--- src/verilog/rv32_pkg.sv ---
`default_nettype none

package rv32_pkg;

	localparam int XLEN = 32;

	typedef logic [XLEN-1:0] data_t;

	// raw instruction word, fields in RV32 bit order
	typedef struct packed {
		logic [6:0] funct7;
		logic [4:0] rs2;
		logic [4:0] rs1;
		logic [2:0] funct3;
		logic [4:0] rd;
		logic [6:0] opcode;
	} instr_t;

	typedef enum logic [6:0] {
		R     = 7'b0110011,
		I     = 7'b0010011,
		B     = 7'b1100011,
		LUI   = 7'b0110111,
		AUIPC = 7'b0010111,
		JAL   = 7'b1101111,
		JALR  = 7'b1100111,
		LOAD  = 7'b0000011,
		STORE = 7'b0100011,
		MEM   = 7'b0001111, // fence
		SYS   = 7'b1110011
	} opcode_t;

	// SUB and SRA reuse ADD and SRL, told apart by bit 30
	typedef enum logic [2:0] {
		ADD  = 3'b000,
		SLL  = 3'b001,
		SLT  = 3'b010,
		SLTU = 3'b011,
		XOR  = 3'b100,
		SRL  = 3'b101,
		OR   = 3'b110,
		AND  = 3'b111
	} funct3_t;

	typedef enum logic [2:0] {
		MUL    = 3'b000,
		MULH   = 3'b001,
		MULHSU = 3'b010,
		MULHU  = 3'b011,
		DIV    = 3'b100,
		DIVU   = 3'b101,
		REM    = 3'b110,
		REMU   = 3'b111
	} mdiv_funct_t;

	localparam logic [6:0] M_INSTR = 7'b0000001;
	localparam data_t      NULL    = '0;

	typedef enum logic {
		logical    = 1'b0,
		arithmetic = 1'b1
	} shift_type_t;

	typedef enum logic [1:0] {
		IDLE = 2'b00,
		RUN  = 2'b01,
		DONE = 2'b10
	} div_state_t;

	// sign-extended immediate, format picked by opcode
	function automatic data_t get_imm(instr_t instr);
		data_t imm;
		case (instr.opcode)
			I, JALR, LOAD: imm = {{20{instr[31]}}, instr[31:20]};
			STORE:         imm = {{20{instr[31]}}, instr[31:25], instr[11:7]};
			B:             imm = {{19{instr[31]}}, instr[31], instr[7], instr[30:25],
			                      instr[11:8], 1'b0};
			LUI, AUIPC:    imm = {instr[31:12], 12'b0};
			JAL:           imm = {{11{instr[31]}}, instr[31], instr[19:12], instr[20],
			                      instr[30:21], 1'b0};
			default:       imm = NULL; // R, fence and system carry no immediate
		endcase
		return imm;
	endfunction

endpackage

`default_nettype wire
--- src/verilog/alu.sv ---
`timescale 1ns/1ps
`default_nettype none

module alu (
	input  logic             clk,   // multi-cycle units only
	input  logic             rst_n,
	input  rv32_pkg::instr_t instr,
	input  rv32_pkg::data_t  a_in,
	input  rv32_pkg::data_t  b_in,
	output rv32_pkg::data_t  c_out,
	output logic             rd_wr,
	output logic             div_result_valid,
	output logic             mul_result_valid
);
	import rv32_pkg::*;

	opcode_t     opcode;
	funct3_t     funct3;
	shift_type_t shift_type;
	logic [4:0]  shamt;
	logic        sub_func;
	data_t       imm;
	data_t       b_op;   // rs2 or immediate
	data_t       adder_in2;
	logic        set_signed_flag;
	logic        set_unsigned_flag;
	logic        set_flag;
	data_t       and_result;
	data_t       or_result;
	data_t       xor_result;
	data_t       set_result;
	data_t       shift_result;
	data_t       add_sub_result;
	data_t       arith_result;
	data_t       mult_result;
	data_t       div_rem_result;

	always_comb begin : field_decode
		opcode     = opcode_t'(instr.opcode);
		funct3     = funct3_t'(instr.funct3);
		shift_type = shift_type_t'(instr[30]);
		sub_func   = (opcode == R) & instr[30];
		imm        = get_imm(instr);
		b_op       = (opcode == I) ? imm : b_in;
		shamt      = (opcode == I) ? instr.rs2 : b_in[4:0];
	end

	always_comb begin : logic_ops
		and_result = a_in & b_op;
		or_result  = a_in | b_op;
		xor_result = a_in ^ b_op;
	end

	always_comb begin : shifter
		shift_result = NULL;
		case (funct3)
			SLL: shift_result = a_in << shamt;
			SRL: begin
				if (shift_type == arithmetic)
					shift_result = $signed(a_in) >>> shamt;
				else
					shift_result = a_in >> shamt;
			end
			default: shift_result = NULL;
		endcase
	end

	always_comb begin : add_sub
		adder_in2      = sub_func ? ~b_op : b_op;   // a - b = a + ~b + 1
		add_sub_result = a_in + adder_in2 + data_t'(sub_func);
	end

	always_comb begin : setter
		set_signed_flag   = ($signed(a_in) < $signed(b_op));
		set_unsigned_flag = (a_in < b_op);
		set_flag = (funct3 == SLT)  ? set_signed_flag :
		           (funct3 == SLTU) ? set_unsigned_flag : 1'b0;
		set_result = set_flag ? data_t'(1) : NULL;
	end

	// shared by register and immediate forms
	always_comb begin : arith_sel
		case (funct3)
			ADD:       arith_result = add_sub_result; // also SUB
			SLL, SRL:  arith_result = shift_result;   // SRL covers SRA
			SLT, SLTU: arith_result = set_result;
			XOR:       arith_result = xor_result;
			OR:        arith_result = or_result;
			AND:       arith_result = and_result;
			default:   arith_result = NULL;
		endcase
	end

	multiplier u_multiplier (
		.clk   (clk),
		.rst_n (rst_n),
		.instr (instr),
		.a_in  (a_in),
		.b_in  (b_in),
		.valid (mul_result_valid),
		.c_out (mult_result)
	);

	divider u_divider (
		.clk   (clk),
		.rst_n (rst_n),
		.instr (instr),
		.a_in  (a_in),
		.b_in  (b_in),
		.valid (div_result_valid),
		.c_out (div_rem_result)
	);

	always_comb begin : output_sel
		c_out = NULL;
		rd_wr = 1'b0;
		case (opcode)
			R: begin
				rd_wr = 1'b1;
				if (instr.funct7 == M_INSTR)
					c_out = instr.funct3[2] ? div_rem_result : mult_result;
				else
					c_out = arith_result;
			end
			I: begin
				rd_wr = 1'b1;
				c_out = arith_result;
			end
			LUI: begin
				rd_wr = 1'b1;
				c_out = b_in; // immediate already shifted up
			end
			AUIPC, JAL, JALR, LOAD: begin
				rd_wr = 1'b1;
				c_out = add_sub_result;
			end
			STORE: c_out = add_sub_result; // address only, nothing written back
			B, MEM, SYS: c_out = NULL;
			default: c_out = NULL;
		endcase
	end

endmodule

`default_nettype wire

--- src/verilog/divider.sv ---
`timescale 1ns/1ps
`default_nettype none

module divider (
	input  logic             clk,
	input  logic             rst_n,
	input  rv32_pkg::instr_t instr,
	input  rv32_pkg::data_t  a_in,
	input  rv32_pkg::data_t  b_in,
	output logic             valid,
	output rv32_pkg::data_t  c_out
);
	import rv32_pkg::*;

	div_state_t                state;
	logic [$clog2(XLEN)-1:0]   count;
	mdiv_funct_t               op;
	logic                      is_div;
	logic                      signed_op;
	logic                      a_neg;
	logic                      b_neg;
	data_t                     a_mag;
	data_t                     b_mag;
	data_t                     dvs_q;     // divisor magnitude
	data_t                     quo_q;     // dividend shifts out, quotient shifts in
	data_t                     rem_q;
	logic                      q_neg_q;
	logic                      r_neg_q;
	logic                      rem_sel_q;
	logic [XLEN:0]             rem_shift;
	logic [XLEN:0]             diff;
	data_t                     quo_res;
	data_t                     rem_res;

	always_comb begin
		op        = mdiv_funct_t'(instr.funct3);
		is_div    = (instr.opcode == R) && (instr.funct7 == M_INSTR) && instr.funct3[2];
		signed_op = (op == DIV) || (op == REM);
		a_neg     = signed_op & a_in[XLEN-1];
		b_neg     = signed_op & b_in[XLEN-1];
		a_mag     = a_neg ? -a_in : a_in;
		b_mag     = b_neg ? -b_in : b_in;
		rem_shift = {rem_q, quo_q[XLEN-1]};
		diff      = rem_shift - {1'b0, dvs_q}; // msb set means the trial failed
	end

	always_ff @(posedge clk or negedge rst_n) begin
		if (!rst_n) begin
			state <= IDLE;
			count <= '0;
		end else begin
			case (state)
				IDLE: begin
					count <= '0;
					if (is_div)
						state <= RUN;
				end
				RUN: begin
					count <= count + 1'b1;
					if (&count) // last of XLEN steps
						state <= DONE;
				end
				DONE: begin
					if (!is_div)
						state <= IDLE;
				end
				default: state <= IDLE;
			endcase
		end
	end

	always_ff @(posedge clk) begin
		if (state == IDLE && is_div) begin
			quo_q     <= a_mag;
			rem_q     <= NULL;
			dvs_q     <= b_mag;
			q_neg_q   <= (a_neg ^ b_neg) && (b_in != NULL); // x/0 stays all ones
			r_neg_q   <= a_neg;
			rem_sel_q <= (op == REM) || (op == REMU);
		end else if (state == RUN) begin
			rem_q <= diff[XLEN] ? rem_shift[XLEN-1:0] : diff[XLEN-1:0];
			quo_q <= {quo_q[XLEN-2:0], ~diff[XLEN]};
		end
	end

	// remainder takes the dividend's sign
	always_comb begin
		quo_res = q_neg_q ? -quo_q : quo_q;
		rem_res = r_neg_q ? -rem_q : rem_q;
	end

	assign valid = (state == DONE);
	assign c_out = rem_sel_q ? rem_res : quo_res;

endmodule

`default_nettype wire

--- src/verilog/exec_unit.sv ---
`timescale 1ns/1ps
`default_nettype none

module exec_unit (
	input  logic             clk,
	input  logic             rst_n,
	input  rv32_pkg::instr_t instr,
	input  rv32_pkg::data_t  rs1_data,
	input  rv32_pkg::data_t  rs2_data,
	input  rv32_pkg::data_t  pc,
	output rv32_pkg::data_t  result,
	output logic             rd_wr,
	output logic             mul_valid,
	output logic             div_valid
);
	import rv32_pkg::*;

	opcode_t opcode;
	data_t   a_in;
	data_t   b_in;

	// operands arrive at the alu already resolved
	always_comb begin : operand_sel
		opcode = opcode_t'(instr.opcode);
		a_in   = (opcode == AUIPC || opcode == JAL) ? pc : rs1_data;
		case (opcode)
			LUI, AUIPC, JAL, JALR, LOAD, STORE: b_in = get_imm(instr);
			default:                            b_in = rs2_data;
		endcase
	end

	alu u_alu (
		.clk              (clk),
		.rst_n            (rst_n),
		.instr            (instr),
		.a_in             (a_in),
		.b_in             (b_in),
		.c_out            (result),
		.rd_wr            (rd_wr),
		.div_result_valid (div_valid),
		.mul_result_valid (mul_valid)
	);

endmodule

`default_nettype wire

--- src/verilog/multiplier.sv ---
`timescale 1ns/1ps
`default_nettype none

module multiplier (
	input  logic             clk,
	input  logic             rst_n,
	input  rv32_pkg::instr_t instr,
	input  rv32_pkg::data_t  a_in,
	input  rv32_pkg::data_t  b_in,
	output logic             valid,
	output rv32_pkg::data_t  c_out
);
	import rv32_pkg::*;

	mdiv_funct_t               op;
	mdiv_funct_t               op_q1;
	mdiv_funct_t               op_q2;
	logic                      is_mul;
	logic                      mul_q1;
	logic                      mul_q2;
	logic                      a_signed;
	logic                      b_signed;
	logic signed [XLEN:0]      a_q1; // one extra bit carries the signedness
	logic signed [XLEN:0]      b_q1;
	logic signed [2*XLEN+1:0]  prod_full;
	logic [2*XLEN-1:0]         prod_q2;

	always_comb begin
		op       = mdiv_funct_t'(instr.funct3);
		is_mul   = (instr.opcode == R) && (instr.funct7 == M_INSTR) && !instr.funct3[2];
		a_signed = (op == MULH) || (op == MULHSU);
		b_signed = (op == MULH);
		prod_full = a_q1 * b_q1;
	end

	always_ff @(posedge clk or negedge rst_n) begin
		if (!rst_n) begin
			mul_q1 <= 1'b0;
			mul_q2 <= 1'b0;
		end else begin
			mul_q1 <= is_mul;
			mul_q2 <= mul_q1;
		end
	end

	always_ff @(posedge clk) begin
		a_q1    <= {a_signed & a_in[XLEN-1], a_in}; // stage one
		b_q1    <= {b_signed & b_in[XLEN-1], b_in};
		op_q1   <= op;
		prod_q2 <= prod_full[2*XLEN-1:0]; // stage two
		op_q2   <= op_q1;
	end

	assign valid = mul_q2;
	assign c_out = (op_q2 == MUL) ? prod_q2[XLEN-1:0] : prod_q2[2*XLEN-1:XLEN];

endmodule

`default_nettype wire

--- config.mk ---
export PLATFORM = sky130hd
export DESIGN_NAME = exec_unit
export DESIGN_NICKNAME = d
export VERILOG_FILES = /design/src/verilog/rv32_pkg.sv /design/src/verilog/alu.sv /design/src/verilog/divider.sv /design/src/verilog/exec_unit.sv /design/src/verilog/multiplier.sv
export SDC_FILE = /design/constraint.sdc
export NUM_CORES = 2
export LEC_CHECK = 0
export BUFFER_PORTS_ARGS = -buffer_cell sky130_fd_sc_hd__buf_2
export CORE_MARGIN = 2
export CORE_UTILIZATION = 67
export CTS_CLUSTER_DIAMETER = 30
export DETAILED_ROUTE_END_ITERATION = 8
export PLACE_DENSITY = 0.83
export SLEW_MARGIN = 10
export SYNTH_ARGS = -nofsm -noshare
export SYNTH_HDL_FRONTEND = slang
export SYNTH_HIERARCHICAL = 1
export SYNTH_SLANG_ARGS = --single-unit
--- constraint.sdc ---
create_clock -name clk -period 9.4 [get_ports clk]
set_input_delay 1.88 -clock clk [delete_from_list [all_inputs] [get_ports clk]]
set_output_delay 1.88 -clock clk [all_outputs]
set_load 0.02 [all_outputs]
==> results of run 1 <==
kinds of logic after synthesis:
family                     after synthesis  share of synthesized area (%)
and+or+nand+nor                       2099                           16.9
buffers and inverters                 1646                           10.4
adders and majority gates             1504                           44.0
AOI/OAI and AO/OA                     1196                           12.6
xor gates and xnor gates               277                           3.92
DFF                                    244                           9.04
muxes                                  170                           3.19
routing by layer:
metal  global-route usage (%)  GRT overflow
met1                     75.0             7
met2                     87.9            39
met3                     60.1             6
met4                     67.2            31
met5                     42.4             0
per-stage QoR:
stage	hold WS, ns	area [um2]	utilization, %	std cells
global placement	0.311	64400	70.3	8334
detailed placement	0.326	64400	70.3	8334
CTS	0.338	66100	72.1	8424
floorplan	0.310	62000	-	7136
==> run_results.csv, run 1 <==
group,metric,value,unit
status,lastStage,"global routing (5_1_grt)",
global_routing,grt_max_degree,77,
placed_design,hpwl,202000,um
yosys,synth_area_leader_cell,"fa_1",
clock_network,cts_made_buffers,49,
yosys,syn-cell-area,62000,um2
yosys,synthCells,7136,
yosys,netlist-cell-type-count,125,
yosys,ys_warn_count,6,
yosys,async_flop_share,3.69,%
global_routing,grt_antenna_before_repair,29,
floorplanning,start_util,67.6,%
timing,crit_endpoint,"u_alu/u_multiplier/prod_q2[55]$_DFF_P_/D",
yosys,synth_most_common_cell,"inv_1",
clock_network,cts-root-buf,"clkbuf_16",
clock_network,clockBufferDepth,3,
yosys,ys_ff_latch,244,
floorplanning,num_io_pins,165,
clock_network,htree_levels,2,
yosys,synth_top_area_share,36.4,%
global_routing,grt_usage,73.5,%
floorplanning,dieHeight,308,um
placed_design,pre_cts_ws,0.432,ns
placed_design,io_buffers,164,
yosys,synth_ff_type,"dfxtp_1",
clock_network,cts_hold_buffers,0,
floorplanning,rows,111,
status,stop_error,"[ERROR GRT-0232] Routing congestion too high. Check the congestion heatmap in the GUI.",
yosys,seq_area_frac_synth,9.04,%
timing,worstEndpointType,"sequential cell input",
yosys,syn-num-nets,8770,
status,status,"aborted with a tool error",
yosys,synth_edf_count,67,
clock_network,cts_setup_buffers,0,
clock_network,cts_resized,0,
yosys,avgSynthCellArea,8.68,um2
global_routing,grt_overflow,83,
yosys,synth_commonest_cells,"1245 x inv_1, 1127 x fa_1, 801 x nand2_1",
yosys,synth_area_leaders,"fa_1 36%, ha_1 7.6%, inv_1 7.5%",
clock_network,cts_sinks,244,
placed_design,gp_congestion,1.15,
floorplanning,chipWidth,308,um
==> run 2: changes to the inputs <==
Settings changed: CORE_UTILIZATION 67 to 40, CTS_CLUSTER_DIAMETER 30 to unset, PLACE_DENSITY 0.83 to unset, PLACE_DENSITY_LB_ADDON set to 0.15.
==> run 2 against run 1 <==
The run now ends clean. Synthesized area did not move. Synthesized cell count did not move.
==> run_results.csv, run 2 <==
group,metric,value,unit
timing,post-route-period-util,97.0,%
critical_path,start_kind,"primary input",
timing,slew_viol_final,0,
yosys,synth_top_area_share,36.4,%
critical_path,slowest_delay,0.58,ns
timing,relSlewSlack,14.9,%
timing,rsz0062_at_grt,"false",
clock_network,cts_hold_buffers,0,
timing,finalHoldViolCount,0,
yosys,netlist-cell-type-count,125,
clock_network,cts_sinks,244,
yosys,synth_area_leaders,"fa_1 36%, ha_1 7.6%, inv_1 7.5%",
routing,wirelength,257000,um
floorplanning,core-area,154000,um2
timing,tightestPinTransition,1.28,ns
finish,regMostFlops,"u_alu/u_multiplier/prod_q2",
clock_network,clockBufferDepth,3,
yosys,synth_edf_count,67,
floorplanning,chipWidth,398,um
timing,max_freq,110,MHz
clock_network,htree_levels,1,
critical_path,crit_family,"compound AO/OA/AOI/OAI gates",
finish,mostFrequentLayoutCells,"1245 x inv_1, 1127 x fa_1, 801 x nand2_1",
clock_network,cts-root-buf,"clkbuf_16",
critical_path,critPathKind,"primary input to output pin",
yosys,synth_ff_type,"dfxtp_1",
global_routing,grt_antenna_before_repair,15,
finish,largest_reg_flops,64,
yosys,synth_commonest_cells,"1245 x inv_1, 1127 x fa_1, 801 x nand2_1",
yosys,syn-cell-area,62000,um2
yosys,ys_ff_latch,244,
clock_network,path_clk_slew,0.06,ns
yosys,ys_warn_count,6,
routing,drt-wirelength-per-cell,27.7,um
critical_path,crit_path_end_kind,"output pin",
critical_path,arrival,7.24,ns
routing,dr.pass1.iters,6,
timing,finClkSkew,0.0267,ns
global_routing,grt_usage,32.9,%
finish,final_common_cell,"inv_1",
routing,drc_errors,0,
critical_path,worstPathRequired,7.52,ns
yosys,synth_most_common_cell,"inv_1",
global_routing,grt_pass1_vias,55100,
clock_network,insertion_delay,0.60,ns
floorplanning,rows,144,
min_path,hold_path.class,"flip-flop to flip-flop",
routing,avgViaCountPerCell,5.68,
critical_path,cp_max_fo,24,
finish,layout.nets,8833,
critical_path,worstPathCellList,"buf_2 -> or4_4 -> a31oi_4 -> buf_4 -> nor2_1 -> a31oi_1 -> a21oi_1 -> inv_1 -> xnor2_1 -> ha_1 -> and4_1 -> nand3_1 -> o311a_1 -> o21ai_1 -> nand3_1 -> a311oi_1 -> xnor2_1 -> o22ai_1 -> a221o_1 -> buf_2",
clock_network,cts_tree,"built",
yosys,async_flop_share,3.69,%
placed_design,io_buffers,164,
floorplanning,start_util,40.3,%
run,maxCapViolCount,0,
yosys,avgSynthCellArea,8.68,um2
finish,drive_gt1_share,9.34,%
floorplanning,die_area,158000,um2
finish,top_regs,"u_alu/u_multiplier/prod_q2 x64, u_alu/u_multiplier/a_q1 x33, u_alu/u_multiplier/b_q1 x33",
placed_design,gp_congestion,1.03,
timing,setup_tns,0,ns
global_routing,grt_overflow,0,
finish,area_delta_synth_final,8.06,%
routing,ant_nets,0,
routing,num_vias,52700,
clock_network,cts_made_buffers,31,
global_routing,grt_pass1_wl,381000,um
critical_path,crit_slowest_cell,"or4_4",
critical_path,path_buf_inv,4,
timing,holdWs,0.327,ns
floorplanning,num_io_pins,165,
yosys,syn-num-nets,8770,
timing,setup_viol,0,
timing,period_minus_slack,9.12,ns
finish,nFillCells,15700,
floorplanning,dieHeight,398,um
status,status,"finished, final reports clean",
placed_design,hpwl,210000,um
yosys,synth_area_leader_cell,"fa_1",
yosys,seq_area_frac_synth,9.04,%
routing,drt_iter0_markers,4547,
yosys,synthCells,7136,
global_routing,grt_max_degree,77,
## run 2: path summary, 6_finish.rpt
kind / from / to / slack (ns) / depth (start not counted)
worst max-delay path: instr[6] / result[28] / 0.28 / 20
worst min-delay path: u_alu/u_multiplier/op_q1[1] / u_alu/u_multiplier/op_q2[1] / 0.33 / 0
worst max register to register: u_alu/u_multiplier/b_q1[0] / u_alu/u_multiplier/prod_q2[61] / 0.88 / 23
worst min register to register: u_alu/u_multiplier/op_q1[1] / u_alu/u_multiplier/op_q2[1] / 0.33 / 0
max in group asynchronous: rst_n / u_alu/u_divider/count[0] / 8.05 / 1
min in group asynchronous: rst_n / u_alu/u_multiplier/mul_q1 / 1.14 / 1
## run 2: routing by layer
| layer | part of all wire [%] | vias up | GRT usage (%) |
|---|---|---|---|
| li1 | - | 22800 | - |
| met1 | 43 | 27300 | 44.7 |
| met2 | 45 | 2052 | 52.4 |
| met3 | 6.1 | 461 | 3.69 |
| met4 | 5.7 | 4 | 15.6 |
| met5 | 0.0097 | - | 0 |
## run 2: through the flow
step / util (%) / worst slack [ns] / std cells / instance area [um2]
6_report: 43.5 / 0.277 / 9274 / 66900
5_1_grt: 43.5 / 0.0236 / 9268 / 66900
4_1_cts: 43.5 / 0.425 / 9268 / 66900
3_5_place_dp: 42.8 / 0.449 / 9210 / 65800
3_3_place_gp: 42.8 / 0.412 / 9210 / 65800
2_1_floorplan: - / 0.439 / 7136 / 62000
## run 2: kinds of logic (layout without fill, tap and decap cells)
| family | count (synthesis) | after routing | share of synthesized area, % |
|---|---|---|---|
| simple gates | 2099 | 2099 | 16.9 |
| buf+inv | 1646 | 1734 | 10.4 |
| fa+ha+maj | 1504 | 1504 | 44.0 |
| compound gates | 1196 | 1196 | 12.6 |
| xor+xnor | 277 | 277 | 3.92 |
| flops | 244 | 244 | 9.04 |
| mux | 170 | 170 | 3.19 |
| other cells | 0 | 6 | 0 |
## run 2: cell type report
type,instances,area [um2],share of cell area (%)
Multi-Input combinational cell,5246,50000,74.7
Tap cell,2044,2560,3.82
Timing Repair Buffer,425,2930,4.38
Clock inverter,12,156,0.234
Antenna cell,6,15.0,0.0224
Clock buffer,46,986,1.47
Sequential cell,244,5610,8.38
Inverter,1251,4700,7.01
## run 2: what timing repair did
action	CTS	global route
setup buffers	0	0
resized for setup	0	2
setup endpoints to repair	0	1
Power of run 2 is left out: the tool's default activity adds up to more than one toggle a clock period on the data nets, which glitch-free logic cannot reach.
